==> src/verif/program.hex <==
// One 32-bit instruction word per line in hex, starting at word address 0
// The assembly for each word follows it as a comment
24010007  // 00: addiu r1, r0, 7
2402fffd  // 01: addiu r2, r0, -3
2403000c  // 02: addiu r3, r0, 12
24000005  // 03: addiu r0, r0, 5       dropped, no writeback
00222021  // 04: addu  r4, r1, r2
00412823  // 05: subu  r5, r2, r1
00233024  // 06: and   r6, r1, r3
00233825  // 07: or    r7, r1, r3
0041402a  // 08: slt   r8, r2, r1      signed, -3 < 7
0022482a  // 09: slt   r9, r1, r2
00075021  // 10: addu  r10, r0, r7
ac650008  // 11: sw    r5, 8(r3)       word address 5
8c0b0014  // 12: lw    r11, 20(r0)
10860003  // 13: beq   r4, r6, +3      taken, to word 17
240c0055  // 14: addiu r12, r0, 0x55   delay slot
240d0066  // 15: addiu r13, r0, 0x66   skipped
240e0077  // 16: addiu r14, r0, 0x77   skipped
10230002  // 17: beq   r1, r3, +2      not taken
240f0123  // 18: addiu r15, r0, 0x123
25700001  // 19: addiu r16, r11, 1
1000ffff  // 20: beq   r0, r0, -1      self loop
00000000  // 21: nop                   delay slot

==> src/hw/mips_pkg.sv <==
package mips_pkg;

    ////////////////////////////////////////
    // Sizes
    ////////////////////////////////////////

    localparam int DATA_WIDTH = 32;
    localparam int IMEM_DEPTH = 64;
    localparam int DMEM_DEPTH = 64;

    // Program image, read once at elaboration
    localparam string IMEM_FILE = "/design/src/verif/program.hex";

    ////////////////////////////////////////
    // Encodings
    ////////////////////////////////////////

    localparam logic [5:0] OP_RTYPE = 6'h00;
    localparam logic [5:0] OP_ADDIU = 6'h09;
    localparam logic [5:0] OP_LW    = 6'h23;
    localparam logic [5:0] OP_SW    = 6'h2b;
    localparam logic [5:0] OP_BEQ   = 6'h04;

    localparam logic [5:0] FN_ADDU = 6'h21;
    localparam logic [5:0] FN_SUBU = 6'h23;
    localparam logic [5:0] FN_AND  = 6'h24;
    localparam logic [5:0] FN_OR   = 6'h25;
    localparam logic [5:0] FN_SLT  = 6'h2a;

    // Internal ALU selects
    localparam logic [2:0] ALU_ADD = 3'd0;
    localparam logic [2:0] ALU_SUB = 3'd1;
    localparam logic [2:0] ALU_AND = 3'd2;
    localparam logic [2:0] ALU_OR  = 3'd3;
    localparam logic [2:0] ALU_SLT = 3'd4;

    ////////////////////////////////////////
    // Types
    ////////////////////////////////////////

    typedef logic [DATA_WIDTH-1:0] word_t;
    typedef logic [4:0]            reg_idx_t;

    typedef struct packed {
        logic [5:0] opcode;
        reg_idx_t   rs;
        reg_idx_t   rt;
        reg_idx_t   rd;
        logic [4:0] shamt;
        logic [5:0] funct;
    } r_fields_t;

    typedef struct packed {
        logic [5:0]  opcode;
        reg_idx_t    rs;
        reg_idx_t    rt;
        logic [15:0] imm;
    } i_fields_t;

    // Same word, two field layouts
    typedef union packed {
        r_fields_t rtype;
        i_fields_t itype;
    } instr_u;

    // Pipeline registers
    typedef struct packed {
        word_t  pc_plus4;
        instr_u instr;
    } if_id_t;

    typedef struct packed {
        word_t      read_a;
        word_t      read_b;
        word_t      imm;
        reg_idx_t   rt;
        reg_idx_t   rd;
        logic [2:0] alu_op;
        logic       use_imm;
        logic       dest_is_rt;
        logic       mem_read;
        logic       mem_write;
        logic       reg_write;
    } id_ex_t;

    typedef struct packed {
        word_t    alu_result;
        word_t    store_data;
        reg_idx_t dest;
        logic     mem_read;
        logic     mem_write;
        logic     reg_write;
    } ex_mem_t;

    typedef struct packed {
        word_t    result;
        reg_idx_t dest;
        logic     reg_write;
    } mem_wb_t;

endpackage

==> src/hw/memory_stage.sv <==
module memory_stage (
    input  logic              i_clock,
    input  logic              i_rst,
    input  mips_pkg::ex_mem_t i_ex_mem,
    output mips_pkg::mem_wb_t o_mem_wb
);
    import mips_pkg::*;

    logic [$clog2(DMEM_DEPTH)-1:0] dmem_index;
    word_t                         load_data;

    // Data RAM
    word_t dmem [DMEM_DEPTH];

    // Word addressing, low address bits only
    assign dmem_index = i_ex_mem.alu_result[$clog2(DMEM_DEPTH)+1:2];

    // Asynchronous read
    assign load_data = dmem[dmem_index];

    always_ff @(posedge i_clock) begin
        if (i_ex_mem.mem_write) begin
            dmem[dmem_index] <= i_ex_mem.store_data;
        end
    end

    ////////////////////////////////////////
    // MEM/WB register
    ////////////////////////////////////////

    always_ff @(posedge i_clock) begin
        if (i_rst) begin
            o_mem_wb <= '0;
        end else begin
            o_mem_wb.result    <= i_ex_mem.mem_read ? load_data : i_ex_mem.alu_result;
            o_mem_wb.dest      <= i_ex_mem.dest;
            o_mem_wb.reg_write <= i_ex_mem.reg_write;
        end
    end

endmodule

==> config.mk <==
export PLATFORM = sky130hd
export DESIGN_NAME = memory_stage
export DESIGN_NICKNAME = d
export VERILOG_FILES = /design/src/hw/mips_pkg.sv /design/src/hw/memory_stage.sv
export SDC_FILE = /design/constraint.sdc
export NUM_CORES = 2
export LEC_CHECK = 0
export ABC_AREA = 1
export CAP_MARGIN = 10
export CORE_AREA = 2 2 414 416
export CTS_BUF_LIST = sky130_fd_sc_hd__clkbuf_4
export CTS_CLUSTER_DIAMETER = 120
export CTS_CLUSTER_SIZE = 14
export DETAILED_ROUTE_END_ITERATION = 10
export DIE_AREA = 0 0 416 418
export DONT_BUFFER_PORTS = 1
export PLACE_DENSITY = 0.75
export SETUP_SLACK_MARGIN = 0.05
export SLEW_MARGIN = 0
export SYNTH_ARGS = -nofsm -noshare
export SYNTH_HDL_FRONTEND = slang
export SYNTH_SLANG_ARGS = --single-unit
==> constraint.sdc <==
create_clock -name i_clock -period 9 [get_ports i_clock]
set_input_delay 1.35 -clock i_clock [delete_from_list [all_inputs] [get_ports i_clock]]
set_output_delay 1.35 -clock i_clock [all_outputs]
set_load 0.01 [all_outputs]
==> results.md <==
* Setup Skew at 0.0875 ns
* RePlAce Congestion at 0.867
* Hold WS at 0.120 ns
* Final ANT Viol Nets at 0
* Post-synthesis register bit count at 2086
* Pwr/cell area at 178 nW/µm²
* CP Data Required Time at 10.22 ns
* Lkg Pwr at 31.5 nW
* Vias in the first global route at 53100
* Largest net degree at the start of global routing at 994
* I/O Pins at 112
* R2R depth at 10
* Top cells by area, synth: edfxtp_1 73%, nand2_1 13%, a21oi_1 4.8%, o21ai_0 2.1%, buf_2 1.6%
* Synth Area in Adders at 0
* Layout cells sized above 1 at 0.0661
* Hold WC Path Type: in -> reg
* Row cnt at 151
* Syn Inst Count at 7342
* Number of fill cells in the layout at 13900
* Dpl cells at 9233
* Max-slew violation count at 0
* Worst-Margin Slew at 1.40 ns
* Top cell type by total area after synthesis: edfxtp_1
* Initial antenna violation count at 13
* Startpoint Class: input port
* Synth Area in Compound Gates at 0.0701
* Xor/xnor cell area share of the yosys netlist at 0
* Die H at 418 µm
* EDFF count, synth at 2048
* Flop-to-flop setup slack at 6.25 ns
* First drt pass iteration count at 6
* Remaining global-route overflow at 0
* Largest family of logic cells by synthesized area: simple AND/OR/NAND/NOR gates
* Post-synth top flop: edfxtp_1
* Status: completed
* Die span in x at 416 µm
* Final cycle utilization of the critical path at 0.594
* Syn_nets at 7416
* FF-to-FF End: o_mem_wb[31]$_SDFF_PP0_
* Unique cell type count in the Yosys netlist at 20
* Final Non-Filler Cells at 9490
* Drt drc at 0
* Hold Vio Cnt, Final at 0
* Avg Cell Area, Syn at 11.5 µm²
* Core area at 169000 µm²
* Setup TNS at 0 ns
* GRT Resource Usage Total at 0.264
* H-tree levels at 4
* Detailed Place HPWL at 118 mm
* Routed vias/inst at 5.89
* WS Path Type: in -> reg
* Clk pin slew, worst setup/hold paths at 0.14 ns
* Post-CTS Setup Inserts at 0
* First-pass GRT wire length at 340 mm
* Most common cell in the netlist: nand2_1
* # hold bufs at CTS at 0
* RSZ-0062 raised after global routing: no
* CP Max Fanout at 250
* Post_cts resized at 0
* WP data arrival at 6.56 ns
* Post-layout nets at 7261
* CP Capture Point: o_mem_wb[31]$_SDFF_PP0_
* Post-synthesis simple-gate area fraction at 0.161
* Synth top cells by count: 2989 x nand2_1, 2048 x edfxtp_1, 806 x a21oi_1
* CTS tree: built
* Fin worst setup slack at 3.65 ns
* Final Util at 0.523
* TritonCTS Buffers at 166
* CTS root buf: clkbuf_4
* Post-synthesis async set-or-reset flop share at 0
* Yosys Warn Count at 0
* Min Clock Period, post-route at 5.35 ns
* Fmax at 187 MHz
* Synthesis-to-layout area growth at 4.96%
* Final Setup Violations at 0
* Worst VDD drop at 0.000122 V
* Max-cap viol count at 0
* Mapped cell area at 84200 µm²
* Multiplexer area fraction after synthesis at 0
* Port bufs at 0
* Synth top area share at 0.731
* Worst hold stages at 1
* DP Worst Slack at 3.72 ns
* Via count at 55900
* Clock Latency Late Sink at 1.30 ns
* Post-Route WL at 233 mm
* Die Footprint at 174000 µm²
* Final Power at 15.7 mW
* DRT iter0 DRCs at 8496
* R2r startpoint: dmem[26][25]$_DFFE_PP_
* Post-synthesis sequential area ratio at 0.740
* Design area at 88400 µm²
* Crit end category: flip-flop
* Routed length per instance at 24.6 µm
* CTS max path bufs at 3
* Clock sinks at 2086
* Critical Path Start: i_ex_mem[42]
* Post-DP Area at 86400 µm²
* Starting Density at 0.498
* Max-slew headroom at 0.0662
==> kinds of logic (layout without fill, tap and decap cells) <==
kind of cell           after synthesis  count (layout)
AOI/OAI and AO/OA                 1177            1177
buffers and inverters              563             484
DFF                               2086            2086
other                                0               9
and+or+nand+nor                   3516            3516
==> how the worst min path moves through the flow <==
stage                                start                 endpoint  slack [ns]
detailed placement  dmem[45][19]$_DFFE_PP_  o_mem_wb[25]$_SDFF_PP0_        0.82
global route                  i_ex_mem[31]   dmem[58][23]$_DFFE_PP_        0.06
CTS                           i_ex_mem[31]   dmem[57][23]$_DFFE_PP_        0.02
finish                               i_rst  o_mem_wb[11]$_SDFF_PP0_        0.12
global placement    dmem[44][19]$_DFFE_PP_  o_mem_wb[25]$_SDFF_PP0_        0.81
floorplan            dmem[7][22]$_DFFE_PP_  o_mem_wb[28]$_SDFF_PP0_        0.68
==> registers in the layout, summed over array words and instances, names as in the netlist <==
register / count
o_mem_wb: 38
dmem: 2048
==> critical path: stages <==
cell	delay, ns
buf_16	0.52
buf_16	0.71
inv_8	0.43
buf_4	0.56
nand2_1	0.16
a21oi_1	0.07
o21ai_0	0.29
nand2_1	0.13
nand2_1	0.12
nand2_1	0.24
nor2_1	0.88
nand3_1	0.30
nand2_1	0.13
inv_1	0.05
==> placed cells by master, fill, tap and decap left out <==
cell type | netlist | routed
clkinvlp_4 | 0 | 1
inv_1 | 134 | 132
clkinv_1 | 4 | 4
nand3_1 | 161 | 161
buf_16 | 0 | 4
inv_8 | 0 | 3
dfxtp_1 | 38 | 38
buf_4 | 5 | 91
clkbuf_4 | 0 | 235
edfxtp_1 | 2048 | 2048
nand4_1 | 8 | 8
o22ai_1 | 5 | 5
or2_2 | 58 | 58
nor2_1 | 300 | 226
o21ai_1 | 3 | 3
nor2_4 | 0 | 71
bufinv_16 | 0 | 2
o21bai_1 | 1 | 1
inv_2 | 2 | 7
nor2_2 | 0 | 3
nand2_1 | 2989 | 2989
o21ai_0 | 361 | 361
diode_2 | 0 | 9
o211ai_1 | 1 | 1
buf_12 | 0 | 5
a21oi_1 | 806 | 806
==> report_power, final <==
part           internal [mW]  leakage (nW)  switching, mW
sequential              10.7          18.7         0.0383
combinational          0.227          11.7          0.627
clock                   1.24          1.14           2.83
total                   12.2          31.5           3.49
==> final cells by class <==
class	count	area [µm²]	area share
Inverter	140	548	0.00620
Clock buffer	235	1760	0.0200
Sequential cell	2086	62300	0.705
Timing Repair Buffer	100	893	0.0101
Antenna cell	9	22.5	0.000255
Tap cell	2218	2780	0.0314
Clock inverter	9	90.1	0.00102
Multi-Input combinational cell	4693	20000	0.226
==> metal layers <==
layer / part of all wire / vias up / track usage
met1: 0.36 / 27000 / 0.347
met4: 0.053 / 10 / 0.138
li1: - / 24800 / -
met3: 0.12 / 561 / 0.0544
met5: 0.00029 / - / 0
met2: 0.46 / 3629 / 0.417
No activity file was read; power rests on OpenSTA's default activity.
