`config.mk`:
```
export PLATFORM = sky130hd
export DESIGN_NAME = fetch_stage
export DESIGN_NICKNAME = d
export VERILOG_FILES = /design/src/hw/mips_pkg.sv /design/src/hw/fetch_stage.sv
export SDC_FILE = /design/constraint.sdc
export NUM_CORES = 1
export LEC_CHECK = 0
export BUFFER_PORTS_ARGS = -buffer_cell sky130_fd_sc_hd__buf_2
export CAP_MARGIN = 20
export CORE_MARGIN = 2
export CORE_UTILIZATION = 49
export CTS_BUF_LIST = sky130_fd_sc_hd__clkbuf_16
export CTS_CLUSTER_DIAMETER = 30
export DETAILED_ROUTE_END_ITERATION = 8
export MAX_ROUTING_LAYER = met4
export PLACE_DENSITY = 0.82
export SLEW_MARGIN = 20
export SYNTH_ARGS = -nofsm -noshare
export SYNTH_HDL_FRONTEND = slang
export SYNTH_SLANG_ARGS = --single-unit
```
`constraint.sdc`:
```
create_clock -name i_clock -period 1.95 [get_ports i_clock]
set_input_delay 0.195 -clock i_clock [delete_from_list [all_inputs] [get_ports i_clock]]
set_output_delay 0.195 -clock i_clock [all_outputs]
set_load 0.01 [all_outputs]
```
`src/verif/program.hex`:
```
// One 32-bit instruction word per line in hex, starting at word address 0
// The assembly for each word follows it as a comment
24010007  // 00: addiu r1, r0, 7
2402fffd  // 01: addiu r2, r0, -3
2403000c  // 02: addiu r3, r0, 12
24000005  // 03: addiu r0, r0, 5       dropped, no writeback
00222021  // 04: addu  r4, r1, r2
00412823  // 05: subu  r5, r2, r1
00233024  // 06: and   r6, r1, r3
00233825  // 07: or    r7, r1, r3
0041402a  // 08: slt   r8, r2, r1      signed, -3 < 7
0022482a  // 09: slt   r9, r1, r2
00075021  // 10: addu  r10, r0, r7
ac650008  // 11: sw    r5, 8(r3)       word address 5
8c0b0014  // 12: lw    r11, 20(r0)
10860003  // 13: beq   r4, r6, +3      taken, to word 17
240c0055  // 14: addiu r12, r0, 0x55   delay slot
240d0066  // 15: addiu r13, r0, 0x66   skipped
240e0077  // 16: addiu r14, r0, 0x77   skipped
10230002  // 17: beq   r1, r3, +2      not taken
240f0123  // 18: addiu r15, r0, 0x123
25700001  // 19: addiu r16, r11, 1
1000ffff  // 20: beq   r0, r0, -1      self loop
00000000  // 21: nop                   delay slot

```
`src/hw/mips_pkg.sv`:
```
package mips_pkg;

    ////////////////////////////////////////
    // Sizes
    ////////////////////////////////////////

    localparam int DATA_WIDTH = 32;
    localparam int IMEM_DEPTH = 64;
    localparam int DMEM_DEPTH = 64;

    // Program image, read once at elaboration
    localparam string IMEM_FILE = "/design/src/verif/program.hex";

    ////////////////////////////////////////
    // Encodings
    ////////////////////////////////////////

    localparam logic [5:0] OP_RTYPE = 6'h00;
    localparam logic [5:0] OP_ADDIU = 6'h09;
    localparam logic [5:0] OP_LW    = 6'h23;
    localparam logic [5:0] OP_SW    = 6'h2b;
    localparam logic [5:0] OP_BEQ   = 6'h04;

    localparam logic [5:0] FN_ADDU = 6'h21;
    localparam logic [5:0] FN_SUBU = 6'h23;
    localparam logic [5:0] FN_AND  = 6'h24;
    localparam logic [5:0] FN_OR   = 6'h25;
    localparam logic [5:0] FN_SLT  = 6'h2a;

    // Internal ALU selects
    localparam logic [2:0] ALU_ADD = 3'd0;
    localparam logic [2:0] ALU_SUB = 3'd1;
    localparam logic [2:0] ALU_AND = 3'd2;
    localparam logic [2:0] ALU_OR  = 3'd3;
    localparam logic [2:0] ALU_SLT = 3'd4;

    ////////////////////////////////////////
    // Types
    ////////////////////////////////////////

    typedef logic [DATA_WIDTH-1:0] word_t;
    typedef logic [4:0]            reg_idx_t;

    typedef struct packed {
        logic [5:0] opcode;
        reg_idx_t   rs;
        reg_idx_t   rt;
        reg_idx_t   rd;
        logic [4:0] shamt;
        logic [5:0] funct;
    } r_fields_t;

    typedef struct packed {
        logic [5:0]  opcode;
        reg_idx_t    rs;
        reg_idx_t    rt;
        logic [15:0] imm;
    } i_fields_t;

    // Same word, two field layouts
    typedef union packed {
        r_fields_t rtype;
        i_fields_t itype;
    } instr_u;

    // Pipeline registers
    typedef struct packed {
        word_t  pc_plus4;
        instr_u instr;
    } if_id_t;

    typedef struct packed {
        word_t      read_a;
        word_t      read_b;
        word_t      imm;
        reg_idx_t   rt;
        reg_idx_t   rd;
        logic [2:0] alu_op;
        logic       use_imm;
        logic       dest_is_rt;
        logic       mem_read;
        logic       mem_write;
        logic       reg_write;
    } id_ex_t;

    typedef struct packed {
        word_t    alu_result;
        word_t    store_data;
        reg_idx_t dest;
        logic     mem_read;
        logic     mem_write;
        logic     reg_write;
    } ex_mem_t;

    typedef struct packed {
        word_t    result;
        reg_idx_t dest;
        logic     reg_write;
    } mem_wb_t;

endpackage

```
`src/hw/fetch_stage.sv`:
```
module fetch_stage (
    input  logic             i_clock,
    input  logic             i_rst,
    input  logic             i_branch_taken,
    input  mips_pkg::word_t  i_branch_target,
    output mips_pkg::if_id_t o_if_id
);
    import mips_pkg::*;

    word_t                          pc;
    word_t                          pc_plus4;
    logic [$clog2(IMEM_DEPTH)-1:0]  imem_index;

    // Instruction ROM
    word_t imem [IMEM_DEPTH];

    initial begin
        $readmemh(IMEM_FILE, imem);
    end

    assign pc_plus4   = pc + 32'd4;
    // Word address, byte offset dropped
    assign imem_index = pc[$clog2(IMEM_DEPTH)+1:2];

    ////////////////////////////////////////
    // PC and IF/ID register
    ////////////////////////////////////////

    always_ff @(posedge i_clock) begin
        if (i_rst) begin
            pc      <= '0;
            o_if_id <= '0;
        end else begin
            o_if_id.pc_plus4 <= pc_plus4;
            o_if_id.instr    <= imem[imem_index];
            // Word fetched this cycle is the delay slot when a branch is taken
            if (i_branch_taken) begin
                pc <= i_branch_target;
            end else begin
                pc <= pc_plus4;
            end
        end
    end

endmodule

```
==> metrics.md <==
| Metric | Value |
|---|---|
| Sequential element share of the synthesized area | `0.477` |
| Post-cts sizing count | `0` |
| H-tree levels | `3` |
| Routed wire length | `5460 um` |
| Layout cell share with drive strength beyond 1 | `0.267` |
| Status | `finished, final reports clean` |
| TritonCTS buffer count | `9` |
| R2R cell count | `6` |
| Synth cell types | `27` |
| Syn_area_per_cell | `9.11 sq um` |
| Tot GR Track Use | `0.196` |
| Fmax | `0.556 GHz` |
| Port buffer count | `66` |
| Fin Setup TNS | `0 ps` |
| RePlAce Congestion | `0.842` |
| DR vias | `2114` |
| Initial antenna violation count | `0` |
| CP Data Arrival Time | `2030 ps` |
| CP Class | `flip-flop to flip-flop` |
| Maxcap violations | `0` |
| Detailed-router iteration count before antenna repair | `4` |
| Die area | `0.00609 sq mm` |
| Post-route ant nets | `0` |
| Seq cells post-synth | `64` |
| Post-synth top area cell | `dfxtp_1` |
| Clock slew at reported path FFs | `60 ps` |
| Sequential share of power | `0.421` |
| PD cells | `1040 mW/mm^2` |
| Post-Syn Area | `0.00269 sq mm` |
| Vias in the first global route | `1962` |
| Avg WL per Cell | `12.5 um` |
| Largest net degree at the start of global routing | `51` |
| Max VDD drop | `0.529 mV` |
| Die width | `78.0 um` |
| Worst hold slack | `114 ps` |
| Startpoint Class | `flip-flop` |
| Top post-synthesis cells by area | `dfxtp_1 48%, nor2_1 9.1%, buf_4 8.9%` |
| Clock power share | `0.496` |
| HPWL Detailed | `3830 um` |
| Hold Vio Cnt, Final | `0` |
| Setup violators final | `0` |
| Die Span Y | `78.0 um` |
| Io pins | `99` |
| Switching Fraction | `0.233` |
| Root Buffer | `clkbuf_16` |
| FILL cells | `462` |
| R2r endpoint | `pc[26]` |
| Hold buffer count at CTS | `0` |
| Clock Skew | `4.58 ps` |
| NetSw | `0.000798 W` |
| Hold path startpoint | `i_branch_target[3]` |
| Syn Inst Count | `295` |
| Internal | `0.00262 W` |
| Detailed Route Iter0 Violations | `124` |
| Initial core utilization | `0.516` |
| CORE AREA | `0.00520 sq mm` |
| CP Data Required Time | `2180 ps` |
| Combinational power share | `0.083` |
| Worst hold-check path type | `primary input to flip-flop` |
| Top-area cell type share of the netlist area | `0.477` |
| Max-slew violations | `0` |
| Post-CTS setup repair buffer count | `0` |
| Final worst path period need | `1800 ps` |
| Remaining Overflow, GRT | `0` |
| Maximum fanout along the worst path | `5` |
| Reg-to-Reg Start | `pc[3]` |
| Rows | `26` |
| Clock buffer depth | `2` |
| Worst setup path startpoint | `pc[3]` |
| Synth warnings | `0` |
| CTS tree | `yes` |
| Period utilisation layout | `0.923` |
| R2r setup slk | `150 ps` |
| Hold EP | `pc[3]` |
| Hold path depth | `3` |
| DR DRC count | `0` |
| Skew-Pair Late Insertion Delay | `330 ps` |
| Area grow syn2layout | `23.0%` |
| First-pass GRT wire length | `9100 um` |
| Antenna Cells | `0` |
| Nets@finish | `398` |
| Worst setup EP type | `flip-flop` |
| TritonCTS Sinks | `64` |
| Number of vias per cell | `4.84` |
| RSZ-0062 raised after global routing | `no` |
| Leak pwr | `1.44 nW` |
## critical path, stage by stage, from the launching register on
cell	delay, ps
dfxtp_1	370
ha_1	200
and3_1	280
and4_1	310
nand3_1	110
xor2_1	180
a211oi_1	260
## synth_stat cells (all sizes together)
cell,number
nand2,10
nor3,7
and4,5
buf,32
nand3,9
a21oi,7
dfxtp,64
nor4,3
nand4,10
ha,1
xnor2,16
xor2,12
and3,1
inv,3
or4,1
nor2,65
mux2i,3
nor2b,4
clkbuf,16
a211oi,22
conb,1
o21bai,3
## routing by layer
metal,global-route usage,vias to the layer above,share of wire
li1,-,1063,-
met1,0.254,952,0.45
met2,0.285,88,0.45
met3,0.0621,11,0.077
met4,0.0807,0,0.018
met5,-,-,0
## state kept, by name, summed over array words and instances (netlist names)
name and cells:
pc 32, o_if_id 32
## logic make-up after synthesis
group | count (synthesis) | share of synthesized area
other cells | 1 | 0.00140
buf+inv | 51 | 0.116
simple gates | 115 | 0.215
mux | 3 | 0.0112
fa+ha+maj | 1 | 0.00466
flops | 64 | 0.477
xor+xnor | 28 | 0.0913
compound gates | 32 | 0.0829
## layout by cell type, fill, tap and decap left out
| master | n |
|---|---|
| nor3_2 | 4 |
| nand2_1 | 10 |
| bufinv_16 | 2 |
| nor4_1 | 1 |
| nor4_2 | 2 |
| conb_1 | 32 |
| and4_2 | 1 |
| o21bai_1 | 3 |
| nand4_4 | 1 |
| a211oi_1 | 22 |
| xnor2_1 | 16 |
| buf_4 | 6 |
| and3_1 | 1 |
| nand3_1 | 9 |
| xor2_1 | 12 |
| ha_1 | 1 |
| dfxtp_1 | 64 |
| inv_6 | 1 |
| clkinvlp_4 | 1 |
| nor2b_1 | 4 |
| nor3_1 | 3 |
| nor2_1 | 65 |
| buf_12 | 1 |
| a21oi_1 | 7 |
| nand4_1 | 9 |
| clkbuf_16 | 9 |
| clkinv_2 | 2 |
| buf_2 | 66 |
| mux2i_1 | 3 |
| and4_1 | 4 |
| clkinv_4 | 1 |
| inv_1 | 3 |
| or4_4 | 1 |
## worst max-delay path by stage
stage | cells after the start | slack (ps) | to
after floorplan | 7 | 190 | pc[18]
after global placement | 5 | 230 | pc[31]
after detailed placement | 6 | 180 | pc[26]
after CTS | 5 | 150 | pc[31]
after global routing | 6 | 2 | pc[20]
final | 6 | 150 | pc[26]
## layout make-up
cell class	instances	area (sq um)	share of cell area
clock buffer	9	225	0.0682
clock inverter	7	95.1	0.0288
inverter	3	11.3	0.00341
multi-input combinational	211	1210	0.366
sequential	64	1280	0.388
tap	70	87.6	0.0265
timing repair buffer	73	395	0.120
## power groups by stage
stage	combinational, W	clock (W)	sequential (W)
after floorplan	0.000207	0	0.00148
after global placement	0.000275	0	0.00146
after detailed placement	0.000281	0	0.00147
after CTS	0.000284	0.00172	0.00144
after global routing	0.000315	0.00178	0.00145
final	0.000283	0.00170	0.00144
## stage by stage
step / std cells / total power, W / area [sq um] / worst slack (ps) / util
global placement: 421 / 0.00174 / 2980 / 232 / 0.573
floorplan: 326 / 0.00168 / 2800 / 185 / -
detailed placement: 421 / 0.00175 / 2980 / 175 / 0.573
global route: 437 / 0.00355 / 3300 / 2.20 / 0.635
CTS: 437 / 0.00344 / 3300 / 147 / 0.635
finish: 437 / 0.00342 / 3300 / 151 / 0.635
No activity file was read; power rests on OpenSTA's default activity.
