## config.mk

```make
export PLATFORM = sky130hd
export DESIGN_NAME = execute_stage
export DESIGN_NICKNAME = d
export VERILOG_FILES = /design/src/hw/mips_pkg.sv /design/src/hw/execute_stage.sv
export SDC_FILE = /design/constraint.sdc
export NUM_CORES = 1
export LEC_CHECK = 0
export BUFFER_PORTS_ARGS = -buffer_cell sky130_fd_sc_hd__buf_4
export CORE_MARGIN = 2
export CORE_UTILIZATION = 47
export CTS_CLUSTER_DIAMETER = 30
export DETAILED_ROUTE_END_ITERATION = 16
export GPL_ROUTABILITY_DRIVEN = 0
export PLACE_DENSITY_LB_ADDON = 0.08
export RECOVER_POWER = 25
export SYNTH_ARGS = -nofsm -noshare
export SYNTH_HDL_FRONTEND = slang
export SYNTH_SLANG_ARGS = --single-unit
export TNS_END_PERCENT = 5
```

## constraint.sdc

```tcl
create_clock -name i_clock -period 13.65 [get_ports i_clock]
set_input_delay 2.73 -clock i_clock [delete_from_list [all_inputs] [get_ports i_clock]]
set_output_delay 2.73 -clock i_clock [all_outputs]
set_load 0.03 [all_outputs]
```

## src/verif/program.hex

```
// One 32-bit instruction word per line in hex, starting at word address 0
// The assembly for each word follows it as a comment
24010007  // 00: addiu r1, r0, 7
2402fffd  // 01: addiu r2, r0, -3
2403000c  // 02: addiu r3, r0, 12
24000005  // 03: addiu r0, r0, 5       dropped, no writeback
00222021  // 04: addu  r4, r1, r2
00412823  // 05: subu  r5, r2, r1
00233024  // 06: and   r6, r1, r3
00233825  // 07: or    r7, r1, r3
0041402a  // 08: slt   r8, r2, r1      signed, -3 < 7
0022482a  // 09: slt   r9, r1, r2
00075021  // 10: addu  r10, r0, r7
ac650008  // 11: sw    r5, 8(r3)       word address 5
8c0b0014  // 12: lw    r11, 20(r0)
10860003  // 13: beq   r4, r6, +3      taken, to word 17
240c0055  // 14: addiu r12, r0, 0x55   delay slot
240d0066  // 15: addiu r13, r0, 0x66   skipped
240e0077  // 16: addiu r14, r0, 0x77   skipped
10230002  // 17: beq   r1, r3, +2      not taken
240f0123  // 18: addiu r15, r0, 0x123
25700001  // 19: addiu r16, r11, 1
1000ffff  // 20: beq   r0, r0, -1      self loop
00000000  // 21: nop                   delay slot

```

## src/hw/mips_pkg.sv

```systemverilog
package mips_pkg;

    ////////////////////////////////////////
    // Sizes
    ////////////////////////////////////////

    localparam int DATA_WIDTH = 32;
    localparam int IMEM_DEPTH = 64;
    localparam int DMEM_DEPTH = 64;

    // Program image, read once at elaboration
    localparam string IMEM_FILE = "/design/src/verif/program.hex";

    ////////////////////////////////////////
    // Encodings
    ////////////////////////////////////////

    localparam logic [5:0] OP_RTYPE = 6'h00;
    localparam logic [5:0] OP_ADDIU = 6'h09;
    localparam logic [5:0] OP_LW    = 6'h23;
    localparam logic [5:0] OP_SW    = 6'h2b;
    localparam logic [5:0] OP_BEQ   = 6'h04;

    localparam logic [5:0] FN_ADDU = 6'h21;
    localparam logic [5:0] FN_SUBU = 6'h23;
    localparam logic [5:0] FN_AND  = 6'h24;
    localparam logic [5:0] FN_OR   = 6'h25;
    localparam logic [5:0] FN_SLT  = 6'h2a;

    // Internal ALU selects
    localparam logic [2:0] ALU_ADD = 3'd0;
    localparam logic [2:0] ALU_SUB = 3'd1;
    localparam logic [2:0] ALU_AND = 3'd2;
    localparam logic [2:0] ALU_OR  = 3'd3;
    localparam logic [2:0] ALU_SLT = 3'd4;

    ////////////////////////////////////////
    // Types
    ////////////////////////////////////////

    typedef logic [DATA_WIDTH-1:0] word_t;
    typedef logic [4:0]            reg_idx_t;

    typedef struct packed {
        logic [5:0] opcode;
        reg_idx_t   rs;
        reg_idx_t   rt;
        reg_idx_t   rd;
        logic [4:0] shamt;
        logic [5:0] funct;
    } r_fields_t;

    typedef struct packed {
        logic [5:0]  opcode;
        reg_idx_t    rs;
        reg_idx_t    rt;
        logic [15:0] imm;
    } i_fields_t;

    // Same word, two field layouts
    typedef union packed {
        r_fields_t rtype;
        i_fields_t itype;
    } instr_u;

    // Pipeline registers
    typedef struct packed {
        word_t  pc_plus4;
        instr_u instr;
    } if_id_t;

    typedef struct packed {
        word_t      read_a;
        word_t      read_b;
        word_t      imm;
        reg_idx_t   rt;
        reg_idx_t   rd;
        logic [2:0] alu_op;
        logic       use_imm;
        logic       dest_is_rt;
        logic       mem_read;
        logic       mem_write;
        logic       reg_write;
    } id_ex_t;

    typedef struct packed {
        word_t    alu_result;
        word_t    store_data;
        reg_idx_t dest;
        logic     mem_read;
        logic     mem_write;
        logic     reg_write;
    } ex_mem_t;

    typedef struct packed {
        word_t    result;
        reg_idx_t dest;
        logic     reg_write;
    } mem_wb_t;

endpackage

```

## src/hw/execute_stage.sv

```systemverilog
module execute_stage (
    input  logic              i_clock,
    input  logic              i_rst,
    input  mips_pkg::id_ex_t  i_id_ex,
    output mips_pkg::ex_mem_t o_ex_mem
);
    import mips_pkg::*;

    word_t    alu_b;
    word_t    alu_result;
    reg_idx_t dest;

    ////////////////////////////////////////
    // ALU
    ////////////////////////////////////////

    assign alu_b = i_id_ex.use_imm ? i_id_ex.imm : i_id_ex.read_b;

    always_comb begin
        case (i_id_ex.alu_op)
            ALU_ADD: alu_result = i_id_ex.read_a + alu_b;
            ALU_SUB: alu_result = i_id_ex.read_a - alu_b;
            ALU_AND: alu_result = i_id_ex.read_a & alu_b;
            ALU_OR:  alu_result = i_id_ex.read_a | alu_b;
            // Signed compare
            ALU_SLT: begin
                alu_result = ($signed(i_id_ex.read_a) < $signed(alu_b)) ? 32'd1 : 32'd0;
            end
            default: alu_result = '0;
        endcase
    end

    // I-type writes rt, R-type writes rd
    assign dest = i_id_ex.dest_is_rt ? i_id_ex.rt : i_id_ex.rd;

    always_ff @(posedge i_clock) begin
        if (i_rst) begin
            o_ex_mem <= '0;
        end else begin
            o_ex_mem.alu_result <= alu_result;
            o_ex_mem.store_data <= i_id_ex.read_b;
            o_ex_mem.dest       <= dest;
            o_ex_mem.mem_read   <= i_id_ex.mem_read;
            o_ex_mem.mem_write  <= i_id_ex.mem_write;
            o_ex_mem.reg_write  <= i_id_ex.reg_write;
        end
    end

endmodule

```

==> out/qor.txt, run 1 <==
Status: finished, violations left
Failing checks: capacitance limit, slew limit
Cells after DPL: 1,328
FILL cells: 1,502
Crit share post-route: 44.5%
Vias per inst: 5.68
Min-delay worst type: input port to register
Post-layout util: 60.0%
Register area: 1440 sq um
Unrepaired setup endpoints after global routing: false
Ys Warns: 0
Initial Utilization: 48.4%
Synth Net Count: 1,203
Syn-to-layout area delta: 24.1%
Clock root buffer: clkbuf_16
Full die area: 16,800 sq um
Post-synth EDFFs: 0
Critical Path Source: i_rst
Worst rel slew slack: -40.1%
Avg Cell Area, Syn: 7.56 sq um
Finished Layout Cells: 1,344
Max Cap Viol: 1
Commonest non-fill, non-tap cells in the layout: 191 x buf_4, 106 x ha_1, 104 x inv_1
GR Util met2: 45.2%
Worst slew pin tran: 2.10 ns
Cell variety after synth: 75
Die width: 130 um
Startpoint Class: input port
Synth Flop Type: dfxtp_1
Most common cell after layout, fill and taps aside: buf_4
Worst hold path startpoint: i_id_ex[0]
Total wire length: 23,000 um
Worst EP required: 13.94 ns
Max VDD drop: 52.2 uV
Synth async-reset ratio: 0%
Detailed placement HPWL: 17,300 um
Arrival @ worst endpoint: 6.37 ns
Cts bufs inserted: 9
Diodes inserted: 0
Register clock-pin slew on the reported worst setup and hold paths: 0.07 ns
Layout net count: 1,352
Number of synthesized register bits: 72
Floorplan row count: 45
Post-route ant nets: 0
CP Class: input port to register
Clock Sinks: 72
Ports: 188
Vias: 7,629
Fmax: 0.164 GHz
IO buf count: 187
CP Max Fanout: 44
Multi-input gate area: 5360 sq um
Min Tclk post-route: 6.08 ns
Seq/Total Area, Yosys: 19.5%
Die Ht: 130 um
Setup TNS: 0 ns
PwrDens: 88.0 nW/um^2
CTS tree: yes
Largest net degree at the start of global routing: 47
Initial antenna violation count: 0
CTS hold repair buffers: 0
Gr busiest metal: met2
Core ar.: 15,300 sq um
Post-CTS setup buffer count: 0
Number of global-route vias before repair: 7,159
DRC: 0
First-pass GRT wire length: 36,100 um
Final count of hold timing violations: 0
GR Util met1: 34.7%
Layout cell share with drive strength beyond 1: 19.8%
GRT overflow: 0
Met3 Resource Use GR: 4.95%
Mapped Cells: 979
Pwr Total: 0.809 mW
Placed cell area: 8890 sq um
Starting DRT DRC Count: 552
Static Leakage: 4.43 nW
Synthesized cell area: 7410 sq um
Final Setup Violations: 0
Slew Viols, Final: 45
H-tree depth: 3
Post-CTS Resized: 0
Biggest registers after layout: o_ex_mem (72)
DR pass1 iterations: 5
Routed wire per std cell: 17.1 um
Gr usage total: 27.1%
Longest Clk Path Bufs: 2
Design Area, Final: 9190 sq um
Top reg by flops: o_ex_mem
Worst setup EP type: register
Max reg flops: 72
[synthesized netlist by cell type, types with 9 or more instances]
cell type    n  share of area (%)
nor2_1     103                5.2
o31ai_1     16                1.6
o211ai_1     9               0.91
a21oi_1     79                5.3
nand3_1     15                1.0
o21a_1       9               0.91
o21ai_0     38                2.6
a221oi_1     9                1.1
nor2b_1     52                4.4
o22ai_1      9               0.76
ha_1       106                 18
a31oi_1     17                1.4
nand2_1     35                1.8
o21bai_1    14                1.4
clkbuf_1    43                2.2
a211oi_1    13                1.3
nor3_1      22                1.5
xnor2_1     14                1.7
nand2b_1    11               0.93
inv_1      104                5.3
nand4_1     10               0.84
mux2i_1     46                6.2
a21o_1      11                1.1
dfxtp_1     72                 19
[per-stage QoR]
stage / hold slack (ns) / setup WS, ns
after floorplan: 2.86 / 7.49
after global placement: 2.94 / 7.30
after CTS: 2.58 / 7.60
after global routing: 2.59 / 7.22
final: 2.58 / 7.57
after detailed placement: 2.95 / 7.26
[metal layers]
| layer | share of wire [%] | vias to the layer above |
|---|---|---|
| met3 | 7.1 | 47 |
| met5 | 0 | - |
| met2 | 47 | 315 |
| li1 | - | 3746 |
| met1 | 43 | 3521 |
| met4 | 2.8 | 0 |
[logic make-up (layout without fill, tap and decap cells)]
group,Yosys count,after routing,synth area share (%)
buffers and inverters,158,312,8.19
and+or+nand+nor,292,292,19.8
DFF,72,72,19.5
muxes,47,47,6.37
xor gates and xnor gates,17,17,2.01
AOI/OAI and AO/OA,285,285,25.7
adders and majority gates,108,108,18.4
[layout make-up]
cell class                 instances  area share [%]
inverter                         104            4.25
timing repair buffer             192            15.6
multi-input combinational        749            58.3
clock buffer                       9            2.45
sequential                        72            15.7
tap                              211            2.87
clock inverter                     7           0.830
[path summary, 6_finish.rpt]
check / to / slack [ns] / cells past startpoint
hold / removal: o_ex_mem[0] / 2.58 / 2
setup / recovery: o_ex_mem[60] / 7.57 / 6
[worst max-delay path, stage by stage]
cell       delay (ns)
clkbuf_1         0.78
a21oi_1          1.36
nand2_1          0.77
a2111oi_0        0.52
a31oi_1          0.09
nand3_1          0.10
[power by group]
group          switching (mW)  internal [mW]  leakage [nW]  total (mW)
Clock                   0.107          0.143         0.143       0.250
Sequential            0.00339          0.222         0.595       0.226
Combinational           0.202          0.132          3.70       0.333
Total                   0.312          0.497          4.43       0.809
No activity file was read; power rests on OpenSTA's default activity.
==> run 2: changes to the inputs <==
==> constraint.sdc (replaced) <==
create_clock -name i_clock -period 6 [get_ports i_clock]
set_input_delay 1.2 -clock i_clock [delete_from_list [all_inputs] [get_ports i_clock]]
set_output_delay 1.2 -clock i_clock [all_outputs]
set_load 0.03 [all_outputs]
==> run 2 against run 1 <==
  * The run still ends with capacitance limit, slew limit left
  * Wire length down 0.23%
  * Core utilization down 0.098 points
  * Cell count up 0.15%
  * Clock power up 100%
  * Total power up 120%
  * Combinational power up 130%
  * Sequential cell count unchanged
  * Clock-buffer cell count up 1
  * Via count up 0.18%
  * Largest cell class unchanged
  * Highest routed layer unchanged
==> out/qor.txt, run 2 (same netlist as run 1, synthesis figures left out) <==
Post-CTS setup buffer count: 0 (unchanged)
Vias per inst: 5.68 (about the same)
Setup TNS: 0 ns (unchanged)
CTS tree: yes (unchanged)
Top reg by flops: o_ex_mem (unchanged)
Detailed placement HPWL: 17,400 um (was 17,300 um)
Routed wire per std cell: 17.0 um (was 17.1 um)
Static Leakage: 4.43 nW (about the same)
Max stage delay on crit path: 0.66 ns (was 1.36 ns)
Cts bufs inserted: 9 (unchanged)
H-tree depth: 3 (unchanged)
Arrival @ worst endpoint: 4.71 ns (was 6.37 ns)
Register clock-pin slew on the reported worst setup and hold paths: 0.06 ns (was 0.07 ns)
Worst rel slew slack: -46.4% (was -40.1%)
Layout cell share with drive strength beyond 1: 19.8% (about the same)
Clock Sinks: 72 (unchanged)
Ports: 188 (unchanged)
CP Class: input port to register (unchanged)
Largest net degree at the start of global routing: 47 (unchanged)
Full die area: 16,800 sq um (unchanged)
Failing checks: capacitance limit, slew limit (unchanged)
Gr usage total: 27.0% (was 27.1%)
Core ar.: 15,300 sq um (unchanged)
Floorplan row count: 45 (unchanged)
Final count of hold timing violations: 0 (unchanged)
Initial antenna violation count: 0 (unchanged)
Clock root buffer: clkbuf_16 (unchanged)
Min Tclk post-route: 4.48 ns
PwrDens: 194 nW/um^2 (was 88.0 nW/um^2)
First-pass GRT wire length: 36,000 um (was 36,100 um)
Pwr Total: 1.78 mW (was 0.809 mW)
Slowest cell on the critical path: o31ai_1 (was a21oi_1)
Most frequent CP cell: mux2i_1
Max VDD drop: 137 uV (was 52.2 uV)
Syn-to-layout area delta: 23.9% (was 24.1%)
Post-CTS Resized: 0 (unchanged)
Multi-input gate area: 5360 sq um (unchanged)
Longest Clk Path Bufs: 2 (unchanged)
Total wire length: 22,900 um (was 23,000 um)
Die Ht: 130 um (unchanged)
Commonest non-fill, non-tap cells in the layout: 193 x buf_4, 106 x ha_1, 104 x inv_1 (was 191 x buf_4, 106 x ha_1, 104 x inv_1)
Slew Viols, Final: 45 (unchanged)
Diodes inserted: 0 (unchanged)
Final Setup Violations: 0 (unchanged)
Biggest registers after layout: o_ex_mem (72) (unchanged)
GRT overflow: 0 (unchanged)
Layout net count: 1,354 (was 1,352)
Vias: 7,643 (was 7,629)
Unrepaired setup endpoints after global routing: false (unchanged)
CP Cell Sequence: buf_4, mux2i_1, ha_1, inv_1, o41a_1, a211oi_1, o21ai_1, o31ai_1, o21bai_1, mux2i_1, a31oi_1 (was clkbuf_1, a21oi_1, nand2_1, a2111oi_0, a31oi_1, nand3_1)
Max reg flops: 72 (unchanged)
Die width: 130 um (unchanged)
Startpoint Class: input port (unchanged)
Post-route ant nets: 0 (unchanged)
IO buf count: 187 (unchanged)
Crit share post-route: 74.7%
Bufs and invs on worst path: 2 (was 1)
Worst EP required: 6.23 ns (was 13.94 ns)
DR pass1 iterations: 5 (unchanged)
Number of global-route vias before repair: 7,168 (was 7,159)
CP top delay family: compound AO/OA/AOI/OAI gates (unchanged)
Worst slew pin tran: 2.20 ns (was 2.10 ns)
CTS hold repair buffers: 0 (unchanged)
Worst setup EP type: register (unchanged)
FILL cells: 1,518 (was 1,502)
Initial Utilization: 48.4% (unchanged)
Min-delay worst type: input port to register (unchanged)
CP Max Fanout: 25 (was 44)
Most common cell after layout, fill and taps aside: buf_4 (unchanged)
Status: finished, violations left (unchanged)
Register area: 1440 sq um (unchanged)
DRC: 0 (unchanged)
Fmax: 0.223 GHz
Max Cap Viol: 1 (unchanged)
Starting DRT DRC Count: 560 (was 552)
-- run 2: cell types whose count changed in the layout (fill, tap and decap cells not counted), sizes merged --
cell    change
buf         +2
bufinv      -1
clkbuf      +1
clkinv      +1
inv         -1
-- run 2: area by class of cell --
| class | instances | area share, % |
|---|---|---|
| multi-input combinational | 749 | 58.4 |
| timing repair buffer | 194 | 15.8 |
| sequential | 72 | 15.7 |
| inverter | 104 | 4.25 |
| tap | 211 | 2.88 |
| clock buffer | 10 | 2.49 |
| clock inverter | 6 | 0.464 |
-- run 2: per-layer routing --
layer | up-vias | part of all wire, % | wire length, um | global-route usage, %
met2 | 319 | 47 | 10900 | 46.0
li1 | 3750 | - | - | -
met1 | 3518 | 43 | 9810 | 34.2
met3 | 56 | 6.7 | 1540 | 4.91
met4 | 0 | 3.0 | 677 | 9.49
met5 | - | 0 | 0 | 0
-- run 2: where the power goes --
part / internal, mW / switching [mW] / total (mW)
Sequential: 0.506 / 0.00781 / 0.514
Clock: 0.281 / 0.228 / 0.510
Combinational: 0.300 / 0.459 / 0.759
-- run 2: path summary, 6_finish.rpt --
path | startpoint | endpoint | slack [ns] | depth (start not counted)
setup / recovery | i_id_ex[4] | o_ex_mem[71] | 1.52 | 11
hold / removal | i_id_ex[0] | o_ex_mem[0] | 1.05 | 2
-- run 2: through the flow --
| step | setup WS, ns | hold slack (ns) | instances | util (%) | cell area, sq um |
|---|---|---|---|---|---|
| 2_1_floorplan | 1.37 | 1.33 | 979 | - | 7410 |
| 3_3_place_gp | 1.27 | 1.41 | 1330 | 58.2 | 8910 |
| 3_5_place_dp | 1.23 | 1.42 | 1330 | 58.2 | 8910 |
| 4_1_cts | 1.57 | 1.05 | 1346 | 60.0 | 9180 |
| 5_1_grt | 1.29 | 1.06 | 1346 | 59.9 | 9180 |
| 6_report | 1.52 | 1.05 | 1346 | 59.9 | 9180 |
